### config.mk
export PLATFORM = sky130hd
export DESIGN_NAME = wb_addr_decoder_flat
export DESIGN_NICKNAME = d
export VERILOG_FILES = /design/src/rtl/wb_sim_pkg.sv /design/src/rtl/wb_bus_if.sv /design/src/rtl/wb_addr_decoder.sv /design/src/flat_wrapper.sv
export SDC_FILE = /design/constraint.sdc
export NUM_CORES = 1
export LEC_CHECK = 0
export ABC_AREA = 0
export CAP_MARGIN = 20
export CORE_AREA = 2 2 163 165
export CTS_BUF_LIST = sky130_fd_sc_hd__clkbuf_4
export DETAILED_ROUTE_END_ITERATION = 10
export DIE_AREA = 0 0 165 167
export DONT_BUFFER_PORTS = 1
export GPL_ROUTABILITY_DRIVEN = 0
export GPL_TIMING_DRIVEN = 0
export SYNTH_ARGS = -nofsm -noshare
export SYNTH_HDL_FRONTEND = slang
export SYNTH_SLANG_ARGS = --single-unit
### constraint.sdc
create_clock -name clk_gen -period 1 [get_ports clk_gen]
set_clock_uncertainty 0.1 [all_clocks]
set_input_delay 0.05 -clock clk_gen [delete_from_list [all_inputs] [get_ports clk_gen]]
set_output_delay 0.05 -clock clk_gen [all_outputs]
set_load 0.02 [all_outputs]
### src/rtl/wb_sim_pkg.sv
`default_nettype none

package wb_sim_pkg;

    // --------------------
    // bus geometry
    // --------------------
    localparam int WB_DATA_W = 32;             // data and address width
    localparam int WB_SEL_W  = WB_DATA_W / 8;  // one enable per byte lane

    typedef logic [WB_DATA_W-1:0] wb_word_t;  // bus word or address
    typedef logic [WB_SEL_W-1:0]  wb_sel_t;   // byte-enable vector

    // --------------------
    // interrupt trigger
    // --------------------
    localparam int IRQ_MSW_BIT  = 3;   // machine software interrupt bit
    localparam int IRQ_MEXT_BIT = 11;  // machine external interrupt bit

    // memory model limits
    localparam int MAX_LATENCY = 255;  // deepest read/ack pipeline allowed

    // --------------------
    // default memory map
    // --------------------
    localparam wb_word_t DMEM_BASE_DEF = 32'h8000_0000;  // data memory
    localparam wb_word_t IO_BASE_DEF   = 32'hF000_0000;  // slow i/o window
    localparam wb_word_t IRQ_ADDR_DEF  = 32'hFF00_0000;  // single trigger word

endpackage : wb_sim_pkg

`default_nettype wire

### src/rtl/wb_bus_if.sv
`default_nettype none

// one decoded link between the address decoder and a single peer
interface wb_bus_if import wb_sim_pkg::*; ();

    wb_word_t adr;   // byte address, broadcast
    wb_word_t wdat;  // write data, broadcast
    logic     we;    // 1 = write
    wb_sel_t  sel;   // byte enables
    logic     cyc;   // bus cycle in progress
    logic     stb;   // strobe, only for the addressed peer
    wb_word_t rdat;  // read data, zero while ack is low
    logic     ack;   // transfer done

    // decoder side
    modport master (
        output adr, wdat, we, sel, cyc, stb,
        input  rdat, ack
    );

    // peer side
    modport slave (
        input  adr, wdat, we, sel, cyc, stb,
        output rdat, ack
    );

endinterface : wb_bus_if

`default_nettype wire

### src/rtl/wb_addr_decoder.sv
`default_nettype none

module wb_addr_decoder import wb_sim_pkg::*; #(
    parameter wb_word_t DMEM_BASE = DMEM_BASE_DEF,  // data memory base
    parameter int       DMEM_SIZE = 8 * 1024,       // data memory bytes
    parameter wb_word_t IO_BASE   = IO_BASE_DEF,    // i/o memory base
    parameter int       IO_SIZE   = 32,             // i/o memory bytes
    parameter wb_word_t IRQ_ADDR  = IRQ_ADDR_DEF    // trigger register address
) (
    input  wire      clk_gen,
    input  wire      rst_gen,
    input  wire      wb_word_t adr_i,   // master address
    input  wire      wb_word_t wdat_i,  // master write data
    input  wire      we_i,
    input  wire      wb_sel_t sel_i,
    input  wire      cyc_i,
    input  wire      stb_i,
    output wb_word_t rdat_o,            // combined read data
    output logic     ack_o,             // combined ack
    output logic     err_o,             // unmapped access, registered
    wb_bus_if.master dmem_bus,
    wb_bus_if.master io_bus,
    wb_bus_if.master irq_bus
);

    logic     req;       // strobed request from the master
    wb_word_t dmem_off;  // offset into data memory window
    wb_word_t io_off;    // offset into i/o window
    logic     hit_dmem;
    logic     hit_io;
    logic     hit_irq;

    assign req      = cyc_i & stb_i;
    assign dmem_off = adr_i - DMEM_BASE;                  // unsigned, wraps below base
    assign io_off   = adr_i - IO_BASE;
    assign hit_dmem = dmem_off < wb_word_t'(DMEM_SIZE);   // base <= adr < base+size
    assign hit_io   = io_off < wb_word_t'(IO_SIZE);
    assign hit_irq  = adr_i == IRQ_ADDR;                  // exactly one word

    // --------------------
    // request broadcast
    // --------------------
    assign dmem_bus.adr  = adr_i;
    assign dmem_bus.wdat = wdat_i;
    assign dmem_bus.we   = we_i;
    assign dmem_bus.sel  = sel_i;
    assign dmem_bus.cyc  = cyc_i;
    assign dmem_bus.stb  = stb_i & hit_dmem;  // steer strobe by region

    assign io_bus.adr    = adr_i;
    assign io_bus.wdat   = wdat_i;
    assign io_bus.we     = we_i;
    assign io_bus.sel    = sel_i;
    assign io_bus.cyc    = cyc_i;
    assign io_bus.stb    = stb_i & hit_io;

    assign irq_bus.adr   = adr_i;
    assign irq_bus.wdat  = wdat_i;
    assign irq_bus.we    = we_i;
    assign irq_bus.sel   = sel_i;
    assign irq_bus.cyc   = cyc_i;
    assign irq_bus.stb   = stb_i & hit_irq;

    // return path, peers gate their own data so a plain OR is enough
    assign rdat_o = dmem_bus.rdat | io_bus.rdat | irq_bus.rdat;
    assign ack_o  = dmem_bus.ack  | io_bus.ack  | irq_bus.ack;

    always_ff @(posedge clk_gen or negedge rst_gen) begin
        if (!rst_gen) begin
            err_o <= 1'b0;
        end else begin
            err_o <= req & ~(hit_dmem | hit_io | hit_irq) & ~err_o;  // single pulse per request
        end
    end

    // overlapping regions from the top level would strobe two peers
    a_one_peer: assert property (@(posedge clk_gen) disable iff (!rst_gen)
        $onehot0({dmem_bus.stb, io_bus.stb, irq_bus.stb}))
        else $error("decoder strobed more than one peer at once");

endmodule : wb_addr_decoder

`default_nettype wire

### src/flat_wrapper.sv
// flat-port wrapper written by rule: the top's interface ports become plain ports
module wb_addr_decoder_flat import wb_sim_pkg::*;
#(
    parameter wb_word_t DMEM_BASE = DMEM_BASE_DEF,                     
    parameter int       DMEM_SIZE = 8 * 1024,                           
    parameter wb_word_t IO_BASE   = IO_BASE_DEF,                      
    parameter int       IO_SIZE   = 32,                                
    parameter wb_word_t IRQ_ADDR  = IRQ_ADDR_DEF                               
)
  (clk_gen, rst_gen, adr_i, wdat_i, we_i, sel_i, cyc_i, stb_i, rdat_o, ack_o, err_o, dmem_bus_adr, dmem_bus_wdat, dmem_bus_we, dmem_bus_sel, dmem_bus_cyc, dmem_bus_stb, dmem_bus_rdat, dmem_bus_ack, io_bus_adr, io_bus_wdat, io_bus_we, io_bus_sel, io_bus_cyc, io_bus_stb, io_bus_rdat, io_bus_ack, irq_bus_adr, irq_bus_wdat, irq_bus_we, irq_bus_sel, irq_bus_cyc, irq_bus_stb, irq_bus_rdat, irq_bus_ack);
  wb_bus_if dmem_bus_i ();
  wb_bus_if io_bus_i ();
  wb_bus_if irq_bus_i ();
  input  wire clk_gen;
  input  wire rst_gen;
  input  wire      wb_word_t adr_i;
  input  wire      wb_word_t wdat_i;
  input  wire we_i;
  input  wire      wb_sel_t sel_i;
  input  wire cyc_i;
  input  wire stb_i;
  output wb_word_t rdat_o;
  output logic ack_o;
  output logic err_o;
  output wire logic [$bits(dmem_bus_i.adr)-1:0] dmem_bus_adr;
  output wire logic [$bits(dmem_bus_i.wdat)-1:0] dmem_bus_wdat;
  output wire logic [$bits(dmem_bus_i.we)-1:0] dmem_bus_we;
  output wire logic [$bits(dmem_bus_i.sel)-1:0] dmem_bus_sel;
  output wire logic [$bits(dmem_bus_i.cyc)-1:0] dmem_bus_cyc;
  output wire logic [$bits(dmem_bus_i.stb)-1:0] dmem_bus_stb;
  input wire logic [$bits(dmem_bus_i.rdat)-1:0] dmem_bus_rdat;
  input wire logic [$bits(dmem_bus_i.ack)-1:0] dmem_bus_ack;
  output wire logic [$bits(io_bus_i.adr)-1:0] io_bus_adr;
  output wire logic [$bits(io_bus_i.wdat)-1:0] io_bus_wdat;
  output wire logic [$bits(io_bus_i.we)-1:0] io_bus_we;
  output wire logic [$bits(io_bus_i.sel)-1:0] io_bus_sel;
  output wire logic [$bits(io_bus_i.cyc)-1:0] io_bus_cyc;
  output wire logic [$bits(io_bus_i.stb)-1:0] io_bus_stb;
  input wire logic [$bits(io_bus_i.rdat)-1:0] io_bus_rdat;
  input wire logic [$bits(io_bus_i.ack)-1:0] io_bus_ack;
  output wire logic [$bits(irq_bus_i.adr)-1:0] irq_bus_adr;
  output wire logic [$bits(irq_bus_i.wdat)-1:0] irq_bus_wdat;
  output wire logic [$bits(irq_bus_i.we)-1:0] irq_bus_we;
  output wire logic [$bits(irq_bus_i.sel)-1:0] irq_bus_sel;
  output wire logic [$bits(irq_bus_i.cyc)-1:0] irq_bus_cyc;
  output wire logic [$bits(irq_bus_i.stb)-1:0] irq_bus_stb;
  input wire logic [$bits(irq_bus_i.rdat)-1:0] irq_bus_rdat;
  input wire logic [$bits(irq_bus_i.ack)-1:0] irq_bus_ack;
  assign dmem_bus_adr = dmem_bus_i.adr;
  assign dmem_bus_wdat = dmem_bus_i.wdat;
  assign dmem_bus_we = dmem_bus_i.we;
  assign dmem_bus_sel = dmem_bus_i.sel;
  assign dmem_bus_cyc = dmem_bus_i.cyc;
  assign dmem_bus_stb = dmem_bus_i.stb;
  assign dmem_bus_i.rdat = dmem_bus_rdat;
  assign dmem_bus_i.ack = dmem_bus_ack;
  assign io_bus_adr = io_bus_i.adr;
  assign io_bus_wdat = io_bus_i.wdat;
  assign io_bus_we = io_bus_i.we;
  assign io_bus_sel = io_bus_i.sel;
  assign io_bus_cyc = io_bus_i.cyc;
  assign io_bus_stb = io_bus_i.stb;
  assign io_bus_i.rdat = io_bus_rdat;
  assign io_bus_i.ack = io_bus_ack;
  assign irq_bus_adr = irq_bus_i.adr;
  assign irq_bus_wdat = irq_bus_i.wdat;
  assign irq_bus_we = irq_bus_i.we;
  assign irq_bus_sel = irq_bus_i.sel;
  assign irq_bus_cyc = irq_bus_i.cyc;
  assign irq_bus_stb = irq_bus_i.stb;
  assign irq_bus_i.rdat = irq_bus_rdat;
  assign irq_bus_i.ack = irq_bus_ack;
  wb_addr_decoder #(.DMEM_BASE(DMEM_BASE), .DMEM_SIZE(DMEM_SIZE), .IO_BASE(IO_BASE), .IO_SIZE(IO_SIZE), .IRQ_ADDR(IRQ_ADDR)) u_core (.clk_gen(clk_gen), .rst_gen(rst_gen), .adr_i(adr_i), .wdat_i(wdat_i), .we_i(we_i), .sel_i(sel_i), .cyc_i(cyc_i), .stb_i(stb_i), .rdat_o(rdat_o), .ack_o(ack_o), .err_o(err_o), .dmem_bus(dmem_bus_i), .io_bus(io_bus_i), .irq_bus(irq_bus_i));
endmodule
==> summary.txt, run 1 <==
Status
  – Outcome: finished with violations
  – Violated checks: negative setup slack

Synthesis
  – Synth cell types: 17
  – Post-synthesis sequential area ratio: 1.28%
  – Cell area after synthesis: 1950 um^2
  – Ys Warns: 0
  – Synthesized area per cell: 7.36 um^2
  – Cell count after synthesis: 265
  – Post-Syn Nets: 437
  – #FFs+latches synth: 1

Global routing
  – First-pass GRT wire length: 8.16 mm
  – Overflow after GRT: 0
  – Vias in the first global route: 1289
  – Maximum number of pins on one net before global-route repair: 6
  – Gr usage total: 4.01%
  – Initial antenna violation count: 2

Cells and area
  – Commonest non-fill, non-tap cell in the layout: buf_4
  – Commonest non-fill, non-tap cells in the layout: 210 x buf_4, 34 x or3_1, 3 x nor4_4
  – Largest register FFs: 1
  – Largest regs: u_core.err_o: 1 flops
  – Area taken by multi-input logic gates: 453 um^2
  – Layout cells sized above 1: 83.5%
  – Area Growth Syn to Fin: 27.9%
  – Sequential standard cell area: 25.0 um^2
  – Reg with most FFs: u_core.err_o
  – N_diodes: 0
  – Fill cells: 3000
  – Layout Nets: 441

Floorplan
  – Core area: 25800 um^2
  – Number of I/O pins: 419
  – DIE WIDTH: 165 um
  – # rows: 59
  – Initial Util: 7.57%
  – Die height: 167 um
  – Die area: 27600 um^2

Critical path
  – Critical path fanouts, max: 4
  – CP Capture Type: register
  – CP startpoint kind: primary input
  – Crit path DAT: 1.06 ns
  – CP Class: in -> reg
  – Max incr delay on CP: 0.53 ns
  – CP cell instances: or4b_4, nor4_4, or2_1, a2111oi_1
  – Worst path slowest cell: or4b_4
  – Worst EP required: 0.76 ns

STA
  – Slew Limit Fails: 0
  – Slew HR: 63.1%
  – Final WS setup: -0.304 ns
  – Period minus WS final: 1.30 ns
  – Hold Vio Cnt, Final: 0
  – Final hold slack: 0.0796 ns
  – Tcrit/Tclk final: 130%
  – Fmax achieved: 767 MHz
  – Setup TNS: -0.993 ns
  – # setup viols final: 4
  – RSZ-0062 raised after global routing: true
  – Slew @ Worst Pin: 0.550 ns

Pwr
  – Psw: 0.827 mW
  – Leak Pwr: 1.15 nW
  – Switch share: 56.4%
  – Gate power share: 96.7%
  – Peak VDD IR: 0.175 mV
  – PwrDens: 588 nW/um^2
  – Clock network power share: 0%
  – Internal power: 0.640 mW
  – Sequential power share: 3.3%

Clock tree
  – CTS clk-pin slew, worst paths: 0 ns
  – Worst-skew pair later-pin latency: 0 ns

Routing
  – Detailed-router iteration count before antenna repair: 4
  – Drt total wl: 7.21 mm
  – DR vias: 1599
  – Drt via density: 2.66
  – Avg WL per Cell: 12.0 um
  – DRT antenna net count: 0
  – Iteration-0 DRC Markers: 34
  – Drt drc: 0

Place
  – DP Worst Slack: -0.678 ns
  – Port Buffers: 0
  – DPL Wire Length: 6.90 mm

Flow run
  – MaxCap Viol Count: 0

Min path
  – HP Class: in -> reg
[per-stage QoR]
stage	power (mW)	instances	instance area, um^2	utilization (%)
2_1_floorplan	1.40	265	1970	-
3_3_place_gp	1.46	600	2390	9.28
3_5_place_dp	1.46	600	2390	9.28
4_1_cts	1.48	602	2480	9.64
5_1_grt	1.52	602	2490	9.68
6_report	1.47	602	2490	9.68
[layout make-up]
| class | instances | area share [%] |
|---|---|---|
| Sequential cell | 1 | 1.00 |
| Multi-Input combinational cell | 54 | 18.2 |
| Timing Repair Buffer | 2 | 0.853 |
| Tap cell | 335 | 16.8 |
| Buffer | 210 | 63.2 |
[cells by family (layout without fill, tap and decap cells)]
kind of cell,after synthesis,in the layout,synth area share (%)
AOI/OAI and AO/OA,1,1,0.513
and+or+nand+nor,53,53,17.4
DFF,1,1,1.28
buffers and inverters,210,212,80.8
[worst max-delay path, delay by kind of cell]
family	cells	cell delay (ns)
and+or+nand+nor	3	0.94
AOI/OAI and AO/OA	1	0.07
[power by group through the flow]
stage	Sequential (mW)	Combinational (mW)	Clock [mW]
after global placement	0.0478	1.42	0
after detailed placement	0.0478	1.42	0
final	0.0477	1.42	0
after floorplan	0.0473	1.35	0
after global routing	0.0477	1.48	0
after CTS	0.0478	1.43	0
[final timing paths]
| check | start | end | slack, ns | depth (start not counted) |
|---|---|---|---|---|
| max | adr_i[1] | u_core.err_o | -0.30 | 4 |
| min | stb_i | u_core.err_o | 0.08 | 2 |
| max reg2reg | u_core.err_o | u_core.err_o | -0.06 | 1 |
| min reg2reg | u_core.err_o | u_core.err_o | 0.48 | 1 |
| max in group asynchronous | rst_gen | u_core.err_o | 0.52 | 1 |
| min in group asynchronous | rst_gen | u_core.err_o | 0.17 | 1 |
[synthesized netlist by cell type, drive strengths merged]
cell type | instances | area share [%]
buf | 210 | 81
nor2 | 1 | 0.19
and3 | 2 | 0.64
and2 | 1 | 0.32
nor4 | 4 | 1.6
nand3 | 2 | 0.51
nor4b | 2 | 0.90
nand2 | 1 | 0.19
or2 | 1 | 0.32
nor3 | 2 | 0.51
a2111oi | 1 | 0.51
and3b | 1 | 0.45
nand4 | 1 | 0.32
or4b | 1 | 0.51
dfrtp | 1 | 1.3
or3 | 34 | 11
[metal layers]
metal	track usage (%)	wire, um	share of wire, %	vias up
met4	0.227	34	0.47	4
met5	0	30	0.42	-
li1	-	-	-	650
met3	0.772	875	12	6
met2	7.95	3930	54	206
met1	4.53	2340	32	733
[repair_timing]
action,in CTS,in global routing
setup endpoints to repair,4,4
pin swaps,1,6
setup buffers,1,0
endpoints found under the hold margin,1,0
resized for setup,11,3
hold buffers,1,0
Power figures use the tool's default switching activity.
==> run 2, diff against run 1 <==
SETUP_SLACK_MARGIN = 0.15   (was default)
==> run 2 against run 1 <==
The flow still finishes with violations (negative setup slack). Largest cell class unchanged. Total power is 0.57% higher. Highest routed layer is now met3. Final area is 1.1% higher. Hold slack better by 0.034 ns.
==> summary.txt, run 2 (synthesis results as in run 1) <==
Pwr
  – Leak Pwr: 1.16 nW (+0.67%)
  – Peak VDD IR: 0.275 mV (+57%)
  – PwrDens: 585 nW/um^2 (-0.53%)
  – Overall power: 1.48 mW (+0.57%)

Cells and area
  – Layout Nets: 442 (+0.23%)
  – Area Growth Syn to Fin: 29.3%
  – Commonest non-fill, non-tap cells in the layout: 211 x buf_4, 34 x or3_1, 3 x nor4_4
  – Reg with most FFs: u_core.err_o
  – Commonest non-fill, non-tap cell in the layout: buf_4
  – Sequential standard cell area: 25.0 um^2 (unchanged)
  – Final Cell Area: 2520 um^2 (+1.1%)
  – Fill cells: 2982 (-0.60%)
  – N_diodes: 0 (unchanged)
  – Largest regs: u_core.err_o: 1 flops
  – Layout cells sized above 1: 84.3% (+0.81 points)
  – Fin cells: 603 (+0.17%)
  – Area taken by multi-input logic gates: 479 um^2 (+5.8%)
  – Largest register FFs: 1 (unchanged)
  – Final Util: 9.79% (+0.11 points)

Routing
  – Drt via density: 2.61 (-1.7%)
  – Detailed-router iteration count before antenna repair: 4 (unchanged)
  – Drt total wl: 7.31 mm (+1.4%)
  – Iteration-0 DRC Markers: 32 (-5.9%)
  – DRT antenna net count: 0 (unchanged)
  – Drt drc: 0 (unchanged)
  – DR vias: 1574 (-1.6%)
  – Avg WL per Cell: 12.1 um (+1.2%)

Critical path
  – Critical path fanouts, max: 4 (unchanged)
  – CP cell instances: or4b_4, nor4_4, buf_4, or2_4, a2111oi_4
  – Max incr delay on CP: 0.54 ns (about the same)
  – CP Capture Type: register
  – CP startpoint kind: primary input
  – Crit path DAT: 1.21 ns (+0.15 ns)
  – Worst path slowest cell: or4b_4
  – Worst EP required: 0.76 ns (about the same)
  – CP Class: in -> reg
  – Number of buffers and inverters on the critical path: 1 (+1)
  – CP top delay family: simple AND/OR/NAND/NOR gates

STA
  – Final WS setup: -0.456 ns (-0.152 ns)
  – Slew Limit Fails: 0 (unchanged)
  – Slew @ Worst Pin: 0.328 ns (-0.222 ns)
  – Hold Vio Cnt, Final: 0 (unchanged)
  – RSZ-0062 raised after global routing: true
  – Fmax achieved: 687 MHz (-10%)
  – Period minus WS final: 1.46 ns (+0.152 ns)
  – Tcrit/Tclk final: 146% (+15 points)
  – Slew HR: 77.9% (+15 points)
  – # setup viols final: 4 (unchanged)

Clock tree
  – CTS clk-pin slew, worst paths: 0 ns (unchanged)
  – Worst-skew pair later-pin latency: 0 ns (unchanged)

Place
  – Placed cell count: 601 (+0.17%)
  – DPL Wire Length: 7.01 mm (+1.6%)
  – Placed Area: 2430 um^2 (+1.7%)
  – Port Buffers: 0 (unchanged)

Global routing
  – First-pass GRT wire length: 8.10 mm (-0.67%)
  – Maximum number of pins on one net before global-route repair: 6 (unchanged)
  – Vias in the first global route: 1285 (-0.31%)
  – Overflow after GRT: 0 (unchanged)
  – Initial antenna violation count: 0 (-2)
  – Gr usage total: 4.02% (+0.0052 points)

Floorplan
  – Initial Util: 7.57% (unchanged)
  – Die height: 167 um (unchanged)
  – DIE WIDTH: 165 um (unchanged)
  – Number of I/O pins: 419 (unchanged)
  – Core area: 25800 um^2 (unchanged)
  – # rows: 59 (unchanged)
  – Die area: 27600 um^2 (unchanged)

Min path
  – HP Class: in -> out

Status
  – Violated checks: negative setup slack
  – Outcome: finished with violations

Flow run
  – MaxCap Viol Count: 0 (unchanged)
-- run 2: final cells by class --
| cell class | instances | area share, % |
|---|---|---|
| buffer | 210 | 62.5 |
| sequential | 1 | 0.992 |
| tap | 335 | 16.6 |
| timing repair buffer | 3 | 0.893 |
| multi-input combinational | 54 | 19.0 |
-- run 2: worst paths after layout --
check | from | end | slack, ns | cells past startpoint
max | adr_i[3] | u_core.err_o | -0.46 | 5
max in group asynchronous | rst_gen | u_core.err_o | 0.52 | 1
min in group asynchronous | rst_gen | u_core.err_o | 0.17 | 1
max reg2reg | u_core.err_o | u_core.err_o | -0.02 | 1
min | wdat_i[6] | dmem_bus_wdat[6] | 0.11 | 1
min reg2reg | u_core.err_o | u_core.err_o | 0.53 | 1
-- run 2: power breakdown --
group	switching [mW]	internal (mW)	total [mW]	leakage [nW]
sequential	0.00567	0.0434	0.0490	0.0131
combinational	0.826	0.600	1.43	1.15
clock	0	0	0	0
total	0.831	0.644	1.48	1.16
-- run 2: timing repair --
item                                    in CTS  in global routing
endpoints found under the setup margin       4                  4
resized for setup                            5                  7
buffers inserted                             1                  0
hold buffers                                 1                  0
pin swaps                                    4                  6
hold endpoints to repair                     1                  0
-- run 2: layer usage --
layer,wire [um],share of wire [%],vias to the layer above,global-route usage (%)
met5,0,0,-,0
met4,0,0,0,0
met3,652,8.9,0,0.125
met1,2830,39,741,5.73
met2,3830,52,182,7.10
li1,-,-,651,-
-- run 2: stage by stage --
stage               setup WS (ns)  setup TNS [ns]  hold WS [ns]
finish                     -0.456           -1.42         0.114
global route               -0.494           -1.71         0.114
CTS                        -0.460           -1.53        0.0844
detailed placement         -0.653           -2.09        -0.346
global placement           -0.824           -2.89        -0.346
floorplan                  -0.210          -0.441        -0.346
